## config.mk

```make
export PLATFORM = sky130hd
export DESIGN_NAME = uart_top
export DESIGN_NICKNAME = d
export VERILOG_FILES = /design/src/hdl/uart_reg_pkg.sv /design/src/hdl/uart_line_pkg.sv /design/src/hdl/uart_baud_tick.sv /design/src/hdl/uart_fifo.sv /design/src/hdl/uart_tx.sv /design/src/hdl/uart_rx.sv /design/src/hdl/uart_regs.sv /design/src/hdl/uart_top.sv
export VERILOG_INCLUDE_DIRS = /design/src /design/src/hdl
export SDC_FILE = /design/constraint.sdc
export NUM_CORES = 1
export LEC_CHECK = 0
export ABC_AREA = 1
export BUFFER_PORTS_ARGS = -buffer_cell sky130_fd_sc_hd__buf_2
export CORE_AREA = 2 2 171 173
export DETAILED_ROUTE_END_ITERATION = 16
export DIE_AREA = 0 0 173 175
export GPL_TIMING_DRIVEN = 0
export PLACE_DENSITY = 0.72
export SYNTH_ARGS = -nofsm -noshare
export SYNTH_HDL_FRONTEND = slang
export SYNTH_SLANG_ARGS = --single-unit
export TNS_END_PERCENT = 30
```

## constraint.sdc

```tcl
create_clock -name clk -period 2.8 [get_ports clk]
set_clock_uncertainty 0.05 [all_clocks]
set_input_delay 0.42 -clock clk [delete_from_list [all_inputs] [get_ports clk]]
set_output_delay 0.42 -clock clk [all_outputs]
set_load 0.005 [all_outputs]
```

## src/hdl/uart_cfg.svh

```systemverilog
`ifndef UART_CFG_SVH
`define UART_CFG_SVH

// clk cycles per baud tick
`define UART_TICK_DIV 4

// Baud ticks per serial bit, so one bit is 16 clk cycles
`define UART_TICKS_PER_BIT 4

// FIFO depth is 2**UART_FIFO_AW entries
`define UART_FIFO_AW 4

// Bus widths
`define UART_ADDR_W 16
`define UART_DATA_W 32

`endif

```

## src/hdl/uart_reg_pkg.sv

```systemverilog
`include "uart_cfg.svh"

package uart_reg_pkg;

   typedef logic [`UART_ADDR_W-1:0] reg_addr_t;
   typedef logic [`UART_DATA_W-1:0] reg_data_t;

   // Word offsets of the register map
   typedef enum logic [15:0] {
      REG_STATUS = 16'h0000,
      REG_INTENA = 16'h0004,
      REG_TXDATA = 16'h0008,
      REG_RXDATA = 16'h000C
   } reg_offset_e;

   // STATUS bit positions
   typedef enum logic [4:0] {
      ST_RX_EMPTY = 5'd0,
      ST_TX_FULL  = 5'd8,
      ST_TX_EMPTY = 5'd10
   } status_bit_e;

endpackage

```

## src/hdl/uart_line_pkg.sv

```systemverilog
package uart_line_pkg;

   // One character on the serial line
   typedef logic [7:0] uart_byte_t;

   typedef enum logic [2:0] {
      TX_IDLE  = 3'd0,
      TX_START = 3'd1,
      TX_DATA  = 3'd2,
      TX_STOP  = 3'd3,
      TX_GAP   = 3'd4
   } tx_state_e;

   // Receiver returns to idle straight from the stop sample
   typedef enum logic [1:0] {
      RX_IDLE  = 2'd0,
      RX_START = 2'd1,
      RX_DATA  = 2'd2,
      RX_STOP  = 2'd3
   } rx_state_e;

endpackage

```

## src/hdl/uart_baud_tick.sv

```systemverilog
`timescale 1ns/1ps
`include "uart_cfg.svh"

module uart_baud_tick (
   input  logic clk,
   input  logic RST_N,
   output logic tick
);

   localparam int DIV = `UART_TICK_DIV;
   localparam int CW  = $clog2(DIV);

   logic [CW-1:0] div_cnt;
   logic          wrap;

   assign wrap = (div_cnt == CW'(DIV - 1));

   // One-cycle enable per wrap of the divider
   always_ff @(posedge clk or negedge RST_N) begin
      if (!RST_N) begin
         div_cnt <= '0;
         tick    <= 1'b0;
      end else begin
         tick <= wrap;
         if (wrap) begin
            div_cnt <= '0;
         end else begin
            div_cnt <= div_cnt + CW'(1);
         end
      end
   end

endmodule

```

## src/hdl/uart_fifo.sv

```systemverilog
`timescale 1ns/1ps
`include "uart_cfg.svh"

module uart_fifo import uart_line_pkg::*; (
   input  logic       clk,
   input  logic       RST_N,
   input  logic       push,
   input  uart_byte_t push_data,
   output logic       full,
   input  logic       pop,
   output uart_byte_t head,
   output logic       empty
);

   localparam int AW    = `UART_FIFO_AW;
   localparam int DEPTH = 1 << AW;

   uart_byte_t  mem [DEPTH];
   logic [AW:0] wr_ptr;
   logic [AW:0] rd_ptr;
   logic        do_push;
   logic        do_pop;

   // Top pointer bit tells a full buffer from an empty one
   assign empty = (wr_ptr == rd_ptr);
   assign full  = (wr_ptr[AW] != rd_ptr[AW]) &&
                  (wr_ptr[AW-1:0] == rd_ptr[AW-1:0]);

   assign do_push = push && !full;
   assign do_pop  = pop && !empty;

   // First word fall-through
   assign head = mem[rd_ptr[AW-1:0]];

   always_ff @(posedge clk or negedge RST_N) begin
      if (!RST_N) begin
         wr_ptr <= '0;
         rd_ptr <= '0;
      end else begin
         if (do_push) begin
            wr_ptr <= wr_ptr + (AW+1)'(1);
         end
         if (do_pop) begin
            rd_ptr <= rd_ptr + (AW+1)'(1);
         end
      end
   end

   always_ff @(posedge clk) begin
      if (do_push) begin
         mem[wr_ptr[AW-1:0]] <= push_data;
      end
   end

endmodule

```

## src/hdl/uart_tx.sv

```systemverilog
`timescale 1ns/1ps
`include "uart_cfg.svh"

module uart_tx import uart_line_pkg::*; (
   input  logic       clk,
   input  logic       RST_N,
   input  logic       tick,
   input  logic       fifo_empty,
   input  uart_byte_t fifo_head,
   output logic       fifo_pop,
   output logic       txd
);

   localparam int TPB  = `UART_TICKS_PER_BIT;
   localparam int TC_W = $clog2(TPB);

   tx_state_e       state;
   logic [TC_W-1:0] tick_cnt;
   logic [2:0]      bit_cnt;
   uart_byte_t      shift_q;
   logic            bit_end;

   // Frame starts on a tick, so each bit spans exactly TPB ticks
   assign fifo_pop = (state == TX_IDLE) && tick && !fifo_empty;
   assign bit_end  = tick && (tick_cnt == TC_W'(TPB - 1));

   always_ff @(posedge clk or negedge RST_N) begin
      if (!RST_N) begin
         tick_cnt <= '0;
      end else if (state == TX_IDLE || bit_end) begin
         tick_cnt <= '0;
      end else if (tick) begin
         tick_cnt <= tick_cnt + TC_W'(1);
      end
   end

   always_ff @(posedge clk or negedge RST_N) begin
      if (!RST_N) begin
         state   <= TX_IDLE;
         bit_cnt <= '0;
         txd     <= 1'b1;
      end else begin
         case (state)
            TX_IDLE: begin
               if (fifo_pop) begin
                  state <= TX_START;
                  txd   <= 1'b0;
               end
            end
            TX_START: begin
               if (bit_end) begin
                  state   <= TX_DATA;
                  bit_cnt <= '0;
                  txd     <= shift_q[0];
               end
            end
            TX_DATA: begin
               if (bit_end) begin
                  if (bit_cnt == 3'd7) begin
                     state <= TX_STOP;
                     txd   <= 1'b1;
                  end else begin
                     // LSB first, next bit sits one above the current one
                     bit_cnt <= bit_cnt + 3'd1;
                     txd     <= shift_q[1];
                  end
               end
            end
            TX_STOP: begin
               if (bit_end) begin
                  state <= TX_GAP;
               end
            end
            TX_GAP: begin
               if (bit_end) begin
                  state <= TX_IDLE;
               end
            end
            default: begin
               state <= TX_IDLE;
               txd   <= 1'b1;
            end
         endcase
      end
   end

   always_ff @(posedge clk) begin
      if (fifo_pop) begin
         shift_q <= fifo_head;
      end else if (state == TX_DATA && bit_end) begin
         shift_q <= shift_q >> 1;
      end
   end

endmodule

```

## src/hdl/uart_rx.sv

```systemverilog
`timescale 1ns/1ps
`include "uart_cfg.svh"

module uart_rx import uart_line_pkg::*; (
   input  logic       clk,
   input  logic       RST_N,
   input  logic       tick,
   input  logic       rxd,
   output logic       rx_push,
   output uart_byte_t rx_byte
);

   localparam int TPB  = `UART_TICKS_PER_BIT;
   localparam int HALF = TPB / 2;
   localparam int TC_W = $clog2(TPB);

   logic [1:0]      sync_q;
   logic            rxd_s;
   logic            rxd_prev;
   rx_state_e       state;
   logic [TC_W-1:0] tick_cnt;
   logic [TC_W-1:0] tick_lim;
   logic [2:0]      bit_cnt;
   uart_byte_t      shift_q;
   logic            start_edge;
   logic            sample;

   //////////////////////////////////////////////////////////////////////
   // Line synchronizer and start edge

   always_ff @(posedge clk or negedge RST_N) begin
      if (!RST_N) begin
         sync_q   <= 2'b11;
         rxd_prev <= 1'b1;
      end else begin
         sync_q   <= {sync_q[0], rxd};
         rxd_prev <= rxd_s;
      end
   end

   assign rxd_s      = sync_q[1];
   assign start_edge = (state == RX_IDLE) && rxd_prev && !rxd_s;

   //////////////////////////////////////////////////////////////////////
   // Mid-bit sampling

   // Half a bit to the start middle, then whole bits
   assign tick_lim = (state == RX_START) ? TC_W'(HALF - 1) : TC_W'(TPB - 1);
   assign sample   = (state != RX_IDLE) && tick && (tick_cnt == tick_lim);

   always_ff @(posedge clk or negedge RST_N) begin
      if (!RST_N) begin
         tick_cnt <= '0;
      end else if (start_edge || sample) begin
         tick_cnt <= '0;
      end else if (tick && state != RX_IDLE) begin
         tick_cnt <= tick_cnt + TC_W'(1);
      end
   end

   always_ff @(posedge clk or negedge RST_N) begin
      if (!RST_N) begin
         state   <= RX_IDLE;
         bit_cnt <= '0;
         rx_push <= 1'b0;
      end else begin
         rx_push <= 1'b0;
         case (state)
            RX_IDLE: begin
               if (start_edge) begin
                  state <= RX_START;
               end
            end
            RX_START: begin
               if (sample) begin
                  // Glitch if the line is already high again
                  state   <= rxd_s ? RX_IDLE : RX_DATA;
                  bit_cnt <= '0;
               end
            end
            RX_DATA: begin
               if (sample) begin
                  if (bit_cnt == 3'd7) begin
                     state <= RX_STOP;
                  end else begin
                     bit_cnt <= bit_cnt + 3'd1;
                  end
               end
            end
            RX_STOP: begin
               if (sample) begin
                  rx_push <= rxd_s;
                  state   <= RX_IDLE;
               end
            end
            default: begin
               state <= RX_IDLE;
            end
         endcase
      end
   end

   always_ff @(posedge clk) begin
      if (state == RX_DATA && sample) begin
         shift_q <= {rxd_s, shift_q[7:1]};
      end
   end

   assign rx_byte = shift_q;

endmodule

```

## src/hdl/uart_regs.sv

```systemverilog
`timescale 1ns/1ps

module uart_regs import uart_reg_pkg::*, uart_line_pkg::*; (
   input  logic       clk,
   input  logic       RST_N,
   input  logic       req_valid,
   output logic       req_ready,
   input  logic       req_write,
   input  reg_addr_t  req_addr,
   input  reg_data_t  req_wdata,
   output logic       rsp_valid,
   input  logic       rsp_ready,
   output reg_data_t  rsp_rdata,
   output logic       tx_push,
   output uart_byte_t tx_byte,
   input  logic       tx_full,
   input  logic       tx_empty,
   output logic       rx_pop,
   input  uart_byte_t rx_head,
   input  logic       rx_empty,
   output logic       interrupt
);

   logic      accept;
   reg_addr_t word_addr;
   reg_data_t status_w;
   reg_data_t rd_word;
   logic      ena_tx;
   logic      ena_rx;

   //////////////////////////////////////////////////////////////////////
   // Handshake and decode

   // One transaction in flight
   assign req_ready = !rsp_valid;
   assign accept    = req_valid && req_ready;
   assign word_addr = req_addr & ~reg_addr_t'(3);

   assign tx_push = accept && req_write && (word_addr == REG_TXDATA);
   assign tx_byte = req_wdata[7:0];
   assign rx_pop  = accept && !req_write && (word_addr == REG_RXDATA) && !rx_empty;

   always_comb begin
      status_w              = '0;
      status_w[ST_RX_EMPTY] = rx_empty;
      status_w[ST_TX_FULL]  = tx_full;
      status_w[ST_TX_EMPTY] = tx_empty;
   end

   // Read word, zero for writes and unmapped offsets
   always_comb begin
      rd_word = '0;
      if (!req_write) begin
         case (word_addr)
            REG_STATUS: rd_word = status_w;
            REG_INTENA: rd_word = reg_data_t'({ena_tx, ena_rx});
            REG_RXDATA: rd_word = rx_empty ? '0 : reg_data_t'(rx_head);
            default:    rd_word = '0;
         endcase
      end
   end

   //////////////////////////////////////////////////////////////////////
   // Response and enables

   always_ff @(posedge clk or negedge RST_N) begin
      if (!RST_N) begin
         rsp_valid <= 1'b0;
         ena_tx    <= 1'b0;
         ena_rx    <= 1'b0;
      end else begin
         if (accept) begin
            rsp_valid <= 1'b1;
         end else if (rsp_ready) begin
            rsp_valid <= 1'b0;
         end
         if (accept && req_write && (word_addr == REG_INTENA)) begin
            ena_tx <= req_wdata[1];
            ena_rx <= req_wdata[0];
         end
      end
   end

   // Held until the master takes it
   always_ff @(posedge clk) begin
      if (accept) begin
         rsp_rdata <= rd_word;
      end
   end

   assign interrupt = (ena_tx && tx_full) || (ena_rx && rx_empty);

endmodule

```

## src/hdl/uart_top.sv

```systemverilog
`timescale 1ns/1ps

module uart_top import uart_reg_pkg::*, uart_line_pkg::*; (
   input  logic      clk,
   input  logic      RST_N,
   input  logic      req_valid,
   output logic      req_ready,
   input  logic      req_write,
   input  reg_addr_t req_addr,
   input  reg_data_t req_wdata,
   output logic      rsp_valid,
   input  logic      rsp_ready,
   output reg_data_t rsp_rdata,
   output logic      interrupt,
   output logic      txd,
   input  logic      rxd
);

   logic       tick;
   logic       tx_push;
   uart_byte_t tx_byte;
   logic       tx_full;
   logic       tx_empty;
   uart_byte_t tx_head;
   logic       tx_pop;
   logic       rx_push;
   uart_byte_t rx_byte;
   logic       rx_pop;
   uart_byte_t rx_head;
   logic       rx_empty;

   //////////////////////////////////////////////////////////////////////
   // Bus side

   uart_regs regs_i (
      .clk       (clk),
      .RST_N     (RST_N),
      .req_valid (req_valid),
      .req_ready (req_ready),
      .req_write (req_write),
      .req_addr  (req_addr),
      .req_wdata (req_wdata),
      .rsp_valid (rsp_valid),
      .rsp_ready (rsp_ready),
      .rsp_rdata (rsp_rdata),
      .tx_push   (tx_push),
      .tx_byte   (tx_byte),
      .tx_full   (tx_full),
      .tx_empty  (tx_empty),
      .rx_pop    (rx_pop),
      .rx_head   (rx_head),
      .rx_empty  (rx_empty),
      .interrupt (interrupt)
   );

   uart_fifo tx_fifo_i (
      .clk       (clk),
      .RST_N     (RST_N),
      .push      (tx_push),
      .push_data (tx_byte),
      .full      (tx_full),
      .pop       (tx_pop),
      .head      (tx_head),
      .empty     (tx_empty)
   );

   // Receive overflow drops the byte inside the FIFO
   uart_fifo rx_fifo_i (
      .clk       (clk),
      .RST_N     (RST_N),
      .push      (rx_push),
      .push_data (rx_byte),
      .full      (),
      .pop       (rx_pop),
      .head      (rx_head),
      .empty     (rx_empty)
   );

   //////////////////////////////////////////////////////////////////////
   // Line side

   uart_baud_tick baud_i (
      .clk   (clk),
      .RST_N (RST_N),
      .tick  (tick)
   );

   uart_tx tx_i (
      .clk        (clk),
      .RST_N      (RST_N),
      .tick       (tick),
      .fifo_empty (tx_empty),
      .fifo_head  (tx_head),
      .fifo_pop   (tx_pop),
      .txd        (txd)
   );

   uart_rx rx_i (
      .clk     (clk),
      .RST_N   (RST_N),
      .tick    (tick),
      .rxd     (rxd),
      .rx_push (rx_push),
      .rx_byte (rx_byte)
   );

endmodule

```

==> flow_metrics.py <==
metrics = {
    "outcome": {
        "outcome": "complete, no violations",
    },
    "critical_path": {
        "worst_ep_required_time_ps": 2870,
        "startpoint_type": "flip-flop",
        "crit_fanout": 10,
        "r2r-start": "rx_fifo_i.rd_ptr[0]$_DFFE_PN0P_",
        "worstPathCellList": "buf_2 -> xor2_1 -> nor2_1 -> nand3b_1 -> nand2_2 -> buf_2 -> nor3_1",
        "crit_type": "flip-flop to flip-flop",
        "slowest_delay_ps": 980,
        "cpMostUsedCell": "buf_2",
        "reg2reg_slack_ps": 30,
        "crit_cells": 7,
        "critPathSlowestCell": "nor3_1",
        "reg2reg_to": "rx_fifo_i.mem[2][5]$_DFFE_PP_",
        "endpoint_kind": "flip-flop",
        "critPathArrivalTime_ps": 2840,
        "r2r_cells": 7,
        "crit_buf_inv": 2,
        "cp_top_family": "simple AND/OR/NAND/NOR gates",
    },
    "routing": {
        "drt-initial-drc-count": 977,
        "wire_per_inst_um": 18.1,
        "routed-via-count": 9278,
        "via_per_inst": 5.36,
        "final_antenna_net_count": 0,
        "wirelength_um": 31300,
        "drc": 0,
        "dr.pass1.iters": 5,
    },
    "logic_synthesis": {
        "synth_compound_area_share_pct": 9.01,
        "ys.flop_type": "edfxtp_1",
        "synth_seq_cells": 328,
        "yosysWarnings": 0,
        "synth_cell_types": 41,
        "syn-cell-area_mm2": 0.0140,
        "synth_edf_count": 282,
        "ys_seq_area_share_pct": 68.6,
        "synth_mux_area_share_pct": 0,
        "syn_area_per_cell_um2": 11.5,
        "synthCells": 1219,
        "synthXorXnorAreaFrac_pct": 1.31,
        "postSynth.asyncResetShare_pct": 14.0,
        "synthAdderAreaFrac_pct": 1.43,
        "synth_top_family_by_area": "simple AND/OR/NAND/NOR gates",
        "synth_simple_gate_area_share_pct": 14.7,
    },
    "layout": {
        "drive_gt1_share_pct": 16.6,
        "n_fill_cell": 2308,
        "layout_commonest_cell": "edfxtp_1",
        "layout.nets": 1390,
        "final_cell_mix": "282 x edfxtp_1, 200 x nor2_1, 158 x nand2_1",
        "utilization_pct": 56.3,
        "antennaDiodeCount": 0,
        "area_delta_synth_final_pct": 13.8,
        "design_area_mm2": 0.0160,
    },
    "floorplan": {
        "start_util_pct": 49.4,
        "core_mm2": 0.0284,
        "die_h_um": 175,
        "rows": 62,
        "die_w_um": 173,
        "ioPinCount": 90,
        "die-area_mm2": 0.0303,
    },
    "sta": {
        "fmaxAchievable_mhz": 361,
        "period_needed_ps": 2770,
        "hold_viol_final": 0,
        "finalSetupViolCount": 0,
        "timing.hold.ws_ps": 22.7,
        "rsz0062_at_grt": "true",
        "slew_viol_final": 0,
        "post-route-period-util_pct": 98.9,
        "worst_pin_slew_ps": 1280,
        "slew_headroom_pct": 14.1,
    },
    "global_routing": {
        "grt_pass1_vias": 8849,
        "grt_max_degree": 47,
        "grt_overflow": 0,
        "antenna_found_initial": 0,
        "grt_pass1_wl_um": 48400,
        "track_usage_pct": 20.6,
    },
    "cts": {
        "cts.htree.levels": 2,
        "insertion_delay_ps": 520,
        "cts_tree": "done",
        "root_buffer": "clkbuf_16",
        "clk_pin_slew_ps": 60,
        "post_cts_buffers": 0,
        "cts_buffers": 35,
        "cts_max_path_buffers": 3,
        "clock-sinks": 328,
    },
    "worst_hold_path": {
        "min_from": "rsp_ready",
        "holdPathStages": 2,
        "hold_class": "input port to flip-flop",
        "whs_endpoint": "regs_i.rsp_valid$_DFFE_PN0P_",
    },
    "pwr": {
        "vdd_drop_max_mv": 0.589,
        "leakage_nw": 5.91,
        "power.density_mw_per_mm2": 694,
        "finalPower_mw": 11.1,
    },
    "place": {
        "gp_congestion": 0.858,
        "dpl_cell_area_mm2": 0.0148,
        "hpwl_um": 20700,
        "port_buffers": 41,
    },
    "run": {
        "drv_cap": 0,
    },
}
==> synth_stat cells, types with 2 or more instances <==
cell,instances,area share (%)
dfrtp_1,42,7.5
a21oi_1,15,0.53
a31oi_1,2,0.089
nor3_2,2,0.14
buf_6,2,0.16
buf_4,30,1.6
nand3_1,53,1.9
nand3_2,3,0.21
a21oi_2,9,0.56
clkinv_1,4,0.11
or2_2,3,0.13
ha_1,16,1.4
o21a_1,2,0.11
clkbuf_1,11,0.29
nand2_1,158,4.2
dfstp_2,4,0.75
o21ai_0,138,4.9
nor2_1,216,5.8
o21ai_1,11,0.39
nand2_2,8,0.36
buf_2,27,0.96
o22ai_1,13,0.58
nor2_2,9,0.40
xor2_1,14,0.87
nand4_1,10,0.45
edfxtp_1,282,60
inv_2,9,0.24
o211ai_1,32,1.7
inv_1,58,1.6
nor3_1,19,0.68
xnor2_1,7,0.44
==> layout make-up <==
| cell class | instances | area [um^2] | area share (%) |
|---|---|---|---|
| multi-input combinational | 771 | 3870 | 24.2 |
| clock buffer | 46 | 938 | 5.87 |
| sequential | 328 | 9620 | 60.2 |
| inverter | 71 | 267 | 1.67 |
| tap | 384 | 480 | 3.01 |
| timing repair buffer | 43 | 220 | 1.38 |
| clock inverter | 18 | 150 | 0.940 |
| buffer | 70 | 424 | 2.66 |
==> timing repair <==
action / in CTS / in global routing
setup endpoints to repair: 0 / 189
hold buffers: 1 / 0
endpoints found under the hold margin: 1 / 0
resized for setup: 0 / 20
==> layer usage <==
layer  global-route usage, %  routed length [um]  vias to the layer above  share of wire, %
li1                        -                   -                     4414                 -
met1                    27.3               12800                     4413                41
met2                    34.1               15100                      373                48
met3                    3.39                2290                       78               7.3
met4                    8.16                1060                        0               3.4
met5                       0                   0                        -                 0
==> logic make-up (layout without fill, tap and decap cells) <==
group	after synthesis	after routing
and+or+nand+nor	488	488
DFF	328	328
AOI/OAI and AO/OA	224	224
buffers and inverters	141	248
xor gates and xnor gates	21	21
adders and majority gates	16	16
other	1	22
==> worst max-delay path by stage <==
stage                                          from                             end  slack [ps]
detailed placement                        req_valid  tx_fifo_i.mem[10][5]$_DFFE_PP_         -80
global route        rx_fifo_i.rd_ptr[0]$_DFFE_PN0P_   rx_fifo_i.mem[2][6]$_DFFE_PP_        -150
global placement                          req_valid  tx_fifo_i.mem[10][6]$_DFFE_PP_         -70
CTS                 rx_fifo_i.rd_ptr[0]$_DFFE_PN0P_  rx_fifo_i.mem[10][7]$_DFFE_PP_           4
finish              rx_fifo_i.rd_ptr[0]$_DFFE_PN0P_   rx_fifo_i.mem[2][5]$_DFFE_PP_          30
floorplan                                 req_valid   tx_fifo_i.mem[0][0]$_DFFE_PP_         560
==> stage by stage <==
| step | worst slack, ps | std cells | TNS, ps |
|---|---|---|---|
| floorplan | 564 | 1240 | 0 |
| global placement | -73.1 | 1665 | -2210 |
| detailed placement | -83.2 | 1665 | -3230 |
| CTS | 4.19 | 1730 | 0 |
| global route | -145 | 1731 | -4530 |
| finish | 31.1 | 1731 | 0 |
==> registers in the layout, summed over array words and instances (netlist names), 2 cells and up, named ones only <==
| signal | count |
|---|---|
| rx_fifo_i.rd_ptr | 5 |
| rx_fifo_i.mem | 128 |
| tx_i.bit_cnt | 3 |
| tx_i.state | 3 |
| rx_i.tick_cnt | 2 |
| rx_fifo_i.wr_ptr | 5 |
| tx_fifo_i.mem | 128 |
| tx_fifo_i.wr_ptr | 5 |
| regs_i.rsp_rdata | 10 |
| baud_i.div_cnt | 2 |
| tx_i.tick_cnt | 2 |
| rx_i.rx_byte | 8 |
| rx_i.sync_q | 2 |
| tx_i.shift_q | 8 |
| rx_i.bit_cnt | 3 |
| tx_fifo_i.rd_ptr | 5 |
==> power breakdown <==
part | total [mW] | switching, mW | internal, mW
Sequential | 5.65 | 0.164 | 5.49
Combinational | 1.04 | 0.693 | 0.348
Clock | 4.39 | 1.83 | 2.56
Note: power is estimated with default switching activity, not from simulation.
